==> config.mk <==
export PLATFORM = sky130hd
export DESIGN_NAME = vec_ldst_top
export DESIGN_NICKNAME = d
export VERILOG_FILES = /design/src/avalon_pkg.sv /design/src/vldst_pkg.sv /design/src/avalon_burst_if.sv /design/src/ldst_cmd_if.sv /design/src/vrf_port_if.sv /design/src/vec_ldst_top.sv /design/src/vec_ldst_unit.sv /design/src/vrf_bram.sv
export VERILOG_INCLUDE_DIRS = /design/src
export SDC_FILE = /design/constraint.sdc
export NUM_CORES = 2
export LEC_CHECK = 0
export BUFFER_PORTS_ARGS = -buffer_cell sky130_fd_sc_hd__buf_4
export CORE_MARGIN = 1
export CORE_UTILIZATION = 36
export DETAILED_ROUTE_END_ITERATION = 10
export PLACE_DENSITY = 0.59
export SYNTH_ARGS = -nofsm -noshare
export SYNTH_HDL_FRONTEND = slang
export SYNTH_SLANG_ARGS = --single-unit
export TNS_END_PERCENT = 30
==> constraint.sdc <==
create_clock -name clk -period 11.3 [get_ports clk]
set_input_delay 1.13 -clock clk [delete_from_list [all_inputs] [get_ports clk]]
set_output_delay 1.13 -clock clk [all_outputs]
set_load 0.02 [all_outputs]
==> src/vec_ldst_config.svh <==
// Sizes of the bus, register-file lines and addresses for every design and test file
`ifndef VEC_LDST_CONFIG_SVH
`define VEC_LDST_CONFIG_SVH

// One Avalon data beat
`define VLDST_BUS_W 32

// One register-file line
`define VLDST_LINE_W 128

// Beats in one line burst
`define VLDST_BEATS (`VLDST_LINE_W / `VLDST_BUS_W)

`define VLDST_RF_DEPTH 16

// SDRAM byte address
`define VLDST_ADDR_W 32

`endif

==> src/avalon_pkg.sv <==
// Types of the Avalon-MM burst bus imported by files that carry addresses, beats or counts
`include "vec_ldst_config.svh"

package avalon_pkg;

    // Byte address into SDRAM
    typedef logic [`VLDST_ADDR_W-1:0] avm_addr_t;

    typedef logic [`VLDST_BUS_W-1:0] avm_word_t;

    // Must reach the full beat count of a line
    typedef logic [$clog2(`VLDST_BEATS):0] avm_burst_t;

endpackage

==> src/vldst_pkg.sv <==
// Types of the load/store engine and its register file imported by the design modules
`include "vec_ldst_config.svh"

package vldst_pkg;

    typedef enum logic {
        LDST_LOAD  = 1'b0,
        LDST_STORE = 1'b1
    } ldst_op_e;

    typedef enum logic [2:0] {
        IDLE,
        RD_REQ,
        RD_BEATS,
        RF_WRITE,
        RF_READ,
        WR_BEATS,
        FINISH
    } ldst_state_e;

    typedef logic [`VLDST_LINE_W-1:0] vrf_line_t;
    typedef logic [$clog2(`VLDST_RF_DEPTH)-1:0] vrf_idx_t;

    // One extra bit so a full register file fits
    typedef logic [$clog2(`VLDST_RF_DEPTH):0] line_cnt_t;

endpackage

==> src/avalon_burst_if.sv <==
// Avalon-MM burst master bundle between the load/store unit and the SDRAM side
`timescale 1ns/100ps
`include "vec_ldst_config.svh"

interface avalon_burst_if import avalon_pkg::*; ();

    avm_addr_t                  address;
    logic                       read;
    logic                       write;
    avm_word_t                  writedata;
    logic [`VLDST_BUS_W/8-1:0]  byteenable;
    avm_burst_t                 burstcount;
    logic                       waitrequest;
    avm_word_t                  readdata;
    logic                       readdatavalid;

    modport master (
        output address, read, write, writedata, byteenable, burstcount,
        input  waitrequest, readdata, readdatavalid
    );

    modport slave (
        input  address, read, write, writedata, byteenable, burstcount,
        output waitrequest, readdata, readdatavalid
    );

endinterface

==> src/ldst_cmd_if.sv <==
// Command, busy and done signals between the command issuer and the load/store unit
`timescale 1ns/100ps

interface ldst_cmd_if import avalon_pkg::*; import vldst_pkg::*; ();

    // One-cycle pulse that is dropped while busy
    logic       start;
    ldst_op_e   op;
    avm_addr_t  mem_addr;
    vrf_idx_t   rf_idx;
    line_cnt_t  line_cnt;
    logic       busy;
    logic       done;

    modport issuer (
        output start, op, mem_addr, rf_idx, line_cnt,
        input  busy, done
    );

    modport unit (
        input  start, op, mem_addr, rf_idx, line_cnt,
        output busy, done
    );

endinterface

==> src/vrf_port_if.sv <==
// Register-file port A owned by the load/store unit and served by the block RAM
`timescale 1ns/100ps

interface vrf_port_if import vldst_pkg::*; ();

    vrf_idx_t   idx;
    logic       we;
    vrf_line_t  wdata;
    logic       re;
    // Valid one clock after re
    vrf_line_t  rdata;

    modport unit (
        output idx, we, wdata, re,
        input  rdata
    );

    modport ram (
        input  idx, we, wdata, re,
        output rdata
    );

endinterface
==> src/vec_ldst_top.sv <==
// Top level of the vector load/store unit and its register file with plain ports
`timescale 1ns/100ps
`default_nettype none
`include "vec_ldst_config.svh"

module vec_ldst_top
    import avalon_pkg::*;
    import vldst_pkg::*;
(
    input  logic                       clk,
    input  logic                       rst_n,

    input  logic                       cmd_start,
    input  ldst_op_e                   cmd_op,
    input  avm_addr_t                  cmd_mem_addr,
    input  vrf_idx_t                   cmd_rf_idx,
    input  line_cnt_t                  cmd_line_cnt,
    output logic                       cmd_busy,
    output logic                       cmd_done,

    output avm_addr_t                  avm_address,
    output logic                       avm_read,
    output logic                       avm_write,
    output avm_word_t                  avm_writedata,
    output logic [`VLDST_BUS_W/8-1:0]  avm_byteenable,
    output avm_burst_t                 avm_burstcount,
    input  logic                       avm_waitrequest,
    input  avm_word_t                  avm_readdata,
    input  logic                       avm_readdatavalid,

    input  logic                       exe_rd_en,
    input  vrf_idx_t                   exe_rd_idx,
    output vrf_line_t                  exe_rd_data
);

    ldst_cmd_if     cmd_bus ();
    avalon_burst_if avm_bus ();
    vrf_port_if     rf_bus ();

    assign cmd_bus.start    = cmd_start;
    assign cmd_bus.op       = cmd_op;
    assign cmd_bus.mem_addr = cmd_mem_addr;
    assign cmd_bus.rf_idx   = cmd_rf_idx;
    assign cmd_bus.line_cnt = cmd_line_cnt;
    assign cmd_busy         = cmd_bus.busy;
    assign cmd_done         = cmd_bus.done;

    assign avm_address    = avm_bus.address;
    assign avm_read       = avm_bus.read;
    assign avm_write      = avm_bus.write;
    assign avm_writedata  = avm_bus.writedata;
    assign avm_byteenable = avm_bus.byteenable;
    assign avm_burstcount = avm_bus.burstcount;

    assign avm_bus.waitrequest   = avm_waitrequest;
    assign avm_bus.readdata      = avm_readdata;
    assign avm_bus.readdatavalid = avm_readdatavalid;

    vec_ldst_unit u_unit (
        .clk   (clk),
        .rst_n (rst_n),
        .cmd   (cmd_bus.unit),
        .avm   (avm_bus.master),
        .rf    (rf_bus.unit)
    );

    vrf_bram u_vrf (
        .clk         (clk),
        .rf          (rf_bus.ram),
        .exe_rd_en   (exe_rd_en),
        .exe_rd_idx  (exe_rd_idx),
        .exe_rd_data (exe_rd_data)
    );

endmodule

`default_nettype wire

==> src/vec_ldst_unit.sv <==
// Vector load/store engine moving register-file lines to and from SDRAM as Avalon bursts
`timescale 1ns/100ps
`default_nettype none
`include "vec_ldst_config.svh"

module vec_ldst_unit
    import avalon_pkg::*;
    import vldst_pkg::*;
(
    input  logic            clk,
    input  logic            rst_n,

    ldst_cmd_if.unit        cmd,
    avalon_burst_if.master  avm,
    vrf_port_if.unit        rf
);

    localparam int BEAT_W = $clog2(`VLDST_BEATS);
    localparam logic [BEAT_W-1:0] LAST_BEAT = BEAT_W'(`VLDST_BEATS - 1);
    // Bytes per line
    localparam avm_addr_t STRIDE = avm_addr_t'(`VLDST_LINE_W / 8);

    ldst_state_e        state, state_nxt;
    avm_addr_t          mem_addr_q;
    vrf_idx_t           idx_q;
    line_cnt_t          remain_q;
    logic [BEAT_W-1:0]  beat_q;
    vrf_line_t          line_buf;

    logic accept;
    logic beat_step;
    logic line_done;
    logic last_line;

    assign accept    = cmd.start && (state == IDLE || state == FINISH);
    assign beat_step = (state == RD_BEATS && avm.readdatavalid) ||
                       (state == WR_BEATS && !avm.waitrequest);
    assign line_done = (state == RF_WRITE) ||
                       (state == WR_BEATS && !avm.waitrequest && beat_q == LAST_BEAT);
    assign last_line = (remain_q == line_cnt_t'(1));

    always_comb begin
        state_nxt = state;
        case (state)
            IDLE, FINISH: begin
                if (!accept)
                    state_nxt = IDLE;
                else if (cmd.line_cnt == '0)
                    state_nxt = FINISH;
                else if (cmd.op == LDST_LOAD)
                    state_nxt = RD_REQ;
                else
                    state_nxt = RF_READ;
            end
            RD_REQ: begin
                if (!avm.waitrequest)
                    state_nxt = RD_BEATS;
            end
            RD_BEATS: begin
                if (avm.readdatavalid && beat_q == LAST_BEAT)
                    state_nxt = RF_WRITE;
            end
            RF_WRITE:
                state_nxt = last_line ? FINISH : RD_REQ;
            RF_READ:
                state_nxt = WR_BEATS;
            WR_BEATS: begin
                if (line_done)
                    state_nxt = last_line ? FINISH : RF_READ;
            end
            default:
                state_nxt = IDLE;
        endcase
    end

    always_ff @(posedge clk or negedge rst_n) begin
        if (!rst_n) begin
            state      <= IDLE;
            mem_addr_q <= '0;
            idx_q      <= '0;
            remain_q   <= '0;
            beat_q     <= '0;
        end else begin
            state <= state_nxt;
            if (accept) begin
                mem_addr_q <= cmd.mem_addr;
                idx_q      <= cmd.rf_idx;
                remain_q   <= cmd.line_cnt;
                beat_q     <= '0;
            end else begin
                if (beat_step)
                    beat_q <= beat_q + 1'b1;
                // Index wraps around the register file
                if (line_done) begin
                    mem_addr_q <= mem_addr_q + STRIDE;
                    idx_q      <= idx_q + 1'b1;
                    remain_q   <= remain_q - 1'b1;
                end
            end
        end
    end

    // Beat 0 sits in the low bits
    always_ff @(posedge clk) begin
        if (state == RD_BEATS && avm.readdatavalid)
            line_buf[beat_q*`VLDST_BUS_W +: `VLDST_BUS_W] <= avm.readdata;
        else if (state == RF_READ)
            line_buf <= rf.rdata;
    end

    // RAM read is issued one cycle ahead so rdata is ready in RF_READ
    assign rf.re    = (state_nxt == RF_READ);
    assign rf.we    = (state == RF_WRITE);
    assign rf.wdata = line_buf;

    always_comb begin
        if (accept)
            rf.idx = cmd.rf_idx;
        else if (state == WR_BEATS)
            rf.idx = idx_q + 1'b1;
        else
            rf.idx = idx_q;
    end

    assign avm.address    = mem_addr_q;
    assign avm.read       = (state == RD_REQ);
    assign avm.write      = (state == WR_BEATS);
    assign avm.writedata  = line_buf[beat_q*`VLDST_BUS_W +: `VLDST_BUS_W];
    assign avm.byteenable = '1;
    assign avm.burstcount = avm_burst_t'(`VLDST_BEATS);

    assign cmd.busy = (state != IDLE) && (state != FINISH);
    assign cmd.done = (state == FINISH);

endmodule

`default_nettype wire

==> src/vrf_bram.sv <==
// Dual-port vector register file with port A for the load/store unit and read-only port B
`timescale 1ns/100ps
`default_nettype none
`include "vec_ldst_config.svh"

module vrf_bram
    import vldst_pkg::*;
(
    input  logic        clk,

    vrf_port_if.ram     rf,

    // Execution side
    input  logic        exe_rd_en,
    input  vrf_idx_t    exe_rd_idx,
    output vrf_line_t   exe_rd_data
);

    vrf_line_t mem [`VLDST_RF_DEPTH];

    // Port A write and registered read
    always_ff @(posedge clk) begin
        if (rf.we)
            mem[rf.idx] <= rf.wdata;
        if (rf.re)
            rf.rdata <= mem[rf.idx];
    end

    // Port B
    always_ff @(posedge clk) begin
        if (exe_rd_en)
            exe_rd_data <= mem[exe_rd_idx];
    end

endmodule

`default_nettype wire

# [After elaboration in Yosys (flattened, before gate mapping)]
# Memory sizes are Yosys's and may differ from the RTL's. A register that Yosys moved wholly into a read port is not among the register bits.
# Index checks and enable logic that the tools add are counted.
[word_totals] reg_bits=174 latchBits=0 input_bits=84 out_inout_bits=203 rom_bits=0 ram_bits=2048 mem_count=1 wordCells=66
[op_classes] n_reduce_logical=17 muxes=24 n_eq_ne=10 shift=3 n_bitwise=0 n_addsub=5 magnitude_cmp=0 div_mod_pow=0 mul=0
[mem_list] memory="u_vrf.mem" words=16 width=128 read_ports=2 rd_ports_with_merged_regs=2 wr=1 line="vrf_bram.sv:19" rtl="vrf_line_t mem [`VLDST_RF_DEPTH];"
[ops] cell="128-bit two-way mux" count=2
[ops] cell="128-bit bitwise mux" count=1
[ops] cell="32-bit by 34-bit variable shift with 128-bit output, first input constant" count=1
[ops] cell="128-bit by 8-bit variable part select with 32-bit output" count=1
[ops] cell="32-bit by 34-bit variable part select with 128-bit output" count=1
[ops] cell="32-bit two-way mux" count=2
[ops] cell="7-bit negator with 34-bit output" count=1
[ops] cell="32-bit by 5-bit adder with 32-bit output, second input constant" count=1
[ops] cell="3-bit two-way mux" count=7
[ops] cell="3-bit case mux with 6 select lines" count=1
[ops] cell="4-bit two-way mux" count=4
[ops] cell="3-bit == test, second input constant" count=4
[ops] cell="5-bit two-way mux" count=2
[ops] cell="3-bit by 2-bit == test with 1-bit output, second input constant" count=2
[ops] cell="1-bit logical AND" count=6
[ops] cell="2-bit two-way mux" count=3
[ops] cell="2-bit nonzero test" count=3
[ops] cell="5-bit by 1-bit == test with 1-bit output, second input constant" count=1
[ops] cell="5-bit logical NOT" count=1
[ops] cell="5-bit by 1-bit subtractor with 5-bit output, second input constant" count=1
[ops] cell="4-bit by 1-bit adder with 4-bit output, second input constant" count=1
[ops] cell="3-bit by 1-bit == test with 1-bit output, second input constant" count=1
[ops] cell="3-bit logical NOT" count=1
[ops] cell="1-bit logical OR" count=3
[ops] cell="other kinds (7)" count=8

# [Depth between registers and ports, before layout]
[depth] ltp_word=7 mapped_depth=12 ltp_nobuf=7

# [Modules after synthesis]
# From an unflattened synthesis, not the netlist that was laid out.
[unflattened] cells_unflattened=5211 area_unflattened_um2=107892.2
[by_module_without_submodules] mod="vrf_bram" seq_area_each_um2=69186.4 area_each_um2=99147.6 cells_each=4548 n_inst=1
[by_module_without_submodules] mod="vec_ldst_unit" seq_area_each_um2=4994.8 area_each_um2=8744.6 cells_each=663 n_inst=1

# [Worst setup path after synthesis]
# No wires, ideal clock.
[synth_timing] path_kind="input port to flip-flop" startpoint="input cmd_line_cnt[0]" endpoint="register u_vrf.rf.rdata[0] (read register of u_vrf.mem), enable pin" required_time_ps=10502 path_stages=5 setup_time_ps=798 setup_slack_ps=-811 arrival_ps=11312 n_path_buf=0 cell_sequence="or4_1 > nor2_1 > nor2_1 > o21ai_0 > nor3b_1"
[synth_between] elab_chain_len=5
[synth_rtl] item="from (decl)" line="vec_ldst_top.sv:17" rtl="input line_cnt_t cmd_line_cnt,"
[synth_rtl] item="5-bit logical NOT" line="vec_ldst_unit.sv:48" rtl="else if (cmd.line_cnt == '0)"
[synth_rtl] item="3-bit two-way mux" line="vec_ldst_unit.sv:48"
[synth_rtl] item="3-bit two-way mux" line="vec_ldst_unit.sv:46" rtl="if (!accept)"
[synth_rtl] item="3-bit case mux with 6 select lines" line="vec_ldst_unit.sv:44" rtl="case (state)"
[synth_rtl] item="net u_unit.state_nxt[2]" line="vec_ldst_unit.sv:23" rtl="ldst_state_e state, state_nxt;"
[synth_rtl] item="3-bit == test" line="vec_ldst_unit.sv:112" rtl="assign rf.re = (state_nxt == RF_READ);"
[synth_rtl] item="to (decl)" line="vrf_port_if.sv:20" rtl="output rdata"
# The timed path passes the listed nets, and every way through them passes these cells.
# A chain may end at the register's enable or synchronous reset.

# [Worst setup path in the final report]
[layout_timing] startpoint="register u_unit.state[0]" endpoint="memory u_vrf.mem[7][7] in the netlist's numbering, enable pin"
[layout_between] elab_chain_len=4
[layout_rtl] item="from (decl)" line="vec_ldst_unit.sv:23"
[layout_rtl] item="from (signal assigned)" line="vec_ldst_unit.sv:84" rtl="state <= state_nxt;"
[layout_rtl] item="3-bit == test or 3-bit logical NOT (tied branches)" line="vec_ldst_unit.sv:35" rtl="assign accept = cmd.start && (state == IDLE || state == FINISH);"
[layout_rtl] item="1-bit logical OR" line="vec_ldst_unit.sv:35"
[layout_rtl] item="1-bit logical AND" line="vec_ldst_unit.sv:35"
[layout_rtl] item="4-bit two-way mux" line="vec_ldst_unit.sv:117" rtl="if (accept)"
[layout_rtl] item="to (decl)" line="vrf_bram.sv:19"
# Parallel ways exist; a longest one is shown, timed or not.

==> out/metrics.cfg <==
[status]
status=complete, no violations

[floorplanning]
start_util=0.363
coreArea_sq_um=307000
dieArea_sq_um=311000
die_w_microns=558
fp.dieH_microns=558
ios=287
fp-row-count=203

[clock_tree]
htreeDepth=5
holdBufCountCts=0
clk_pin_slew_ps=60
cts_resized=0
clock_latency_ps=960
tritoncts=done
cts_sinks=2478
clockRootBuffer=clkbuf_16
cts_max_path_buffers=4
numCtsBuffers=279
postCtsSetupRepairBufs=0

[worst_setup_path]
critical_path.cell_chain=nand3b_1 > nor2_1 > xor2_1 > o31ai_4 > buf_12 > buf_4 > nor2b_4 > buf_4 > buf_12
reg2reg_depth=9
critPathSlowestCell=buf_4
cpPeakStageDelay_ps=860
required_ps=11810
path_class=register to register
cp_max_fo=93
arrival_ps=6490
crit_path_end_kind=register
crit_path_start_kind=register

[timing]
skew_ps=80.5
finalSetupViolations=0
rsz0062_at_grt=no
fin_setup_tns_ps=0
final_max_slew_viol_count=0
setup_ws_ps=5310
finalCriticalPeriod_ps=5990
finalHoldViolCount=0
worst_pin_slew_ps=1310
slew_headroom=0.127
fmax_mhz=167
whs_ps=263
min_period_over_period=0.530

[final_layout]
fin_cells=10900
fin_util=0.414
layout_commonest_cell=edfxtp_1
layout-drive-gt1-share=0.235
area_growth_syn_to_layout_pct=14.0
layout_common_cells=2432 x edfxtp_1, 661 x mux4_2, 450 x nand2_1
finish.net_count=6704

[placed_design]
gp_congestion=0.835
numPortBuffers=279
dpl_worst_slack_ps=5320
placed_cells=10400
dp_hpwl_mm=205

[job]
drv_cap=0

[detailed_routing]
finalWirelength_mm=385
wl_per_cell_microns=35.2
drt_iter0_drc=9284
ant_nets=0
vias=69500
drc=0
firstDrtPassIters=8
vias_per_cell=6.35

[synthesis]
syn-mean-instance-area_sq_um=17.1
synth-async-reset-ratio=0.0186
synthCells=6498
yosysSeqAreaShare=0.666
synthFlopType=edfxtp_1
synth-edff-count=2432
yosysUniqueCellTypes=62
syn-cell-area_sq_um=111000
synth-seq-cells=2478
ys_warn_count=0

[global_route]
grt_pass1_vias=68900
grt.overflow.total=0
antenna_found_initial=42
grtUsageTotal=0.242
grt_start_max_net_pins=172
grt_pass1_wl_mm=533

[pwr]
irDropWorstVdd_v=0.000407
p_per_area_nw_per_um2=275
p_leak_nw=41.3

[min_path]
hold_path_class=primary input to async pin

[flip-flops by register name (all words and copies together), names as in the netlist]
register            count
u_unit.avm.address     32
u_unit.beat_q           2
u_vrf.rf.rdata        128
u_unit.idx_q            4
u_vrf.exe_rd_data     128
u_unit.remain_q         5
u_unit.rf.wdata       128
u_unit.state            3
u_vrf.mem            2048
[critical path, delay by kind of cell, from the launching register on]
family | cells | cell delay (ps)
AOI/OAI and AO/OA | 1 | 310
xor gates and xnor gates | 1 | 210
buffers and inverters | 4 | 2830
DFF | 1 | 800
and+or+nand+nor | 3 | 1140
[final timing paths]
path / start / to / slack (ps)
max in group asynchronous: rst_n / u_unit.beat_q[1] / 10570
worst min register to register: u_unit.avm.address[2] / u_unit.avm.address[2] / 480
worst max-delay path: u_unit.state[0] / u_vrf.mem[7][7] / 5310
min in group clk: cmd_mem_addr[14] / u_unit.avm.address[14] / 430
worst min-delay path: rst_n / u_unit.avm.address[21] / 260
worst max register to register: u_unit.state[0] / u_vrf.mem[7][7] / 5310
[power by group]
| group | switching, mW | internal [mW] |
|---|---|---|
| sequential | 1.44 | 12.1 |
| combinational | 8.17 | 4.11 |
| clock | 3.83 | 5.28 |
| total | 13.4 | 21.5 |
[synth_stat cells, drive strengths merged (2+ instances only)]
| cell | count | area (sq um) |
|---|---|---|
| mux4 | 661 | 14900 |
| nor3 | 5 | 30.0 |
| dfrtp | 46 | 1150 |
| o211ai | 374 | 2810 |
| a21oi | 405 | 2030 |
| mux2 | 130 | 1490 |
| o211a | 11 | 110 |
| nand3b | 3 | 22.5 |
| or4 | 13 | 101 |
| a211oi | 11 | 82.6 |
| nand3 | 20 | 100 |
| o21ai | 37 | 189 |
| xor2 | 21 | 184 |
| nor4b | 2 | 17.5 |
| and2 | 4 | 25.0 |
| buf | 172 | 806 |
| a21boi | 2 | 26.3 |
| a221o | 350 | 3500 |
| nor4 | 3 | 18.8 |
| a221oi | 34 | 298 |
| a22o | 129 | 1130 |
| and3 | 5 | 31.3 |
| nand2 | 450 | 1690 |
| nand4 | 121 | 757 |
| and4 | 3 | 26.3 |
| o2111ai | 2 | 17.5 |
| edfxtp | 2432 | 73000 |
| or3 | 4 | 25.0 |
| conb | 2 | 7.51 |
| mux2i | 397 | 3970 |
| ha | 9 | 113 |
| nor3b | 2 | 15.0 |
| nor2b | 20 | 125 |
| xnor2 | 16 | 140 |
| clkbuf | 403 | 1510 |
| inv | 143 | 537 |
| nand2b | 5 | 31.3 |
| nor2 | 36 | 135 |
[layout make-up]
cell class	count	area, sq um
clock inverter	166	1700
multi-input combinational	3307	34600
clock buffer	328	7290
antenna	23	57.6
tap	4100	5130
timing repair buffer	402	3400
inverter	143	537
sequential	2478	74200
fill	27100	180000
[layer usage]
layer  part of all wire  GRT usage
met5            0.00032          0
met4              0.062      0.138
met3              0.090     0.0425
met2               0.47      0.389
met1               0.37      0.308
[cell families after synthesis]
logic type	count (synthesis)	synth area share
fa+ha+maj	9	0.00101
buf+inv	718	0.0257
xor+xnor	37	0.00291
mux	1188	0.183
other cells	2	0.0000675
simple gates	700	0.0287
flops	2478	0.666
compound gates	1366	0.0924
[metrics by stage]
| stage | cell area, sq um | power (mW) |
|---|---|---|
| 6_report | 127000 | 34.9 |
| 5_1_grt | 127000 | 36.0 |
| 4_1_cts | 127000 | 34.8 |
| 3_5_place_dp | 118000 | 25.7 |
| 3_3_place_gp | 118000 | 25.5 |
| 2_1_floorplan | 111000 | 20.9 |
No activity file was read; power rests on OpenSTA's default activity.
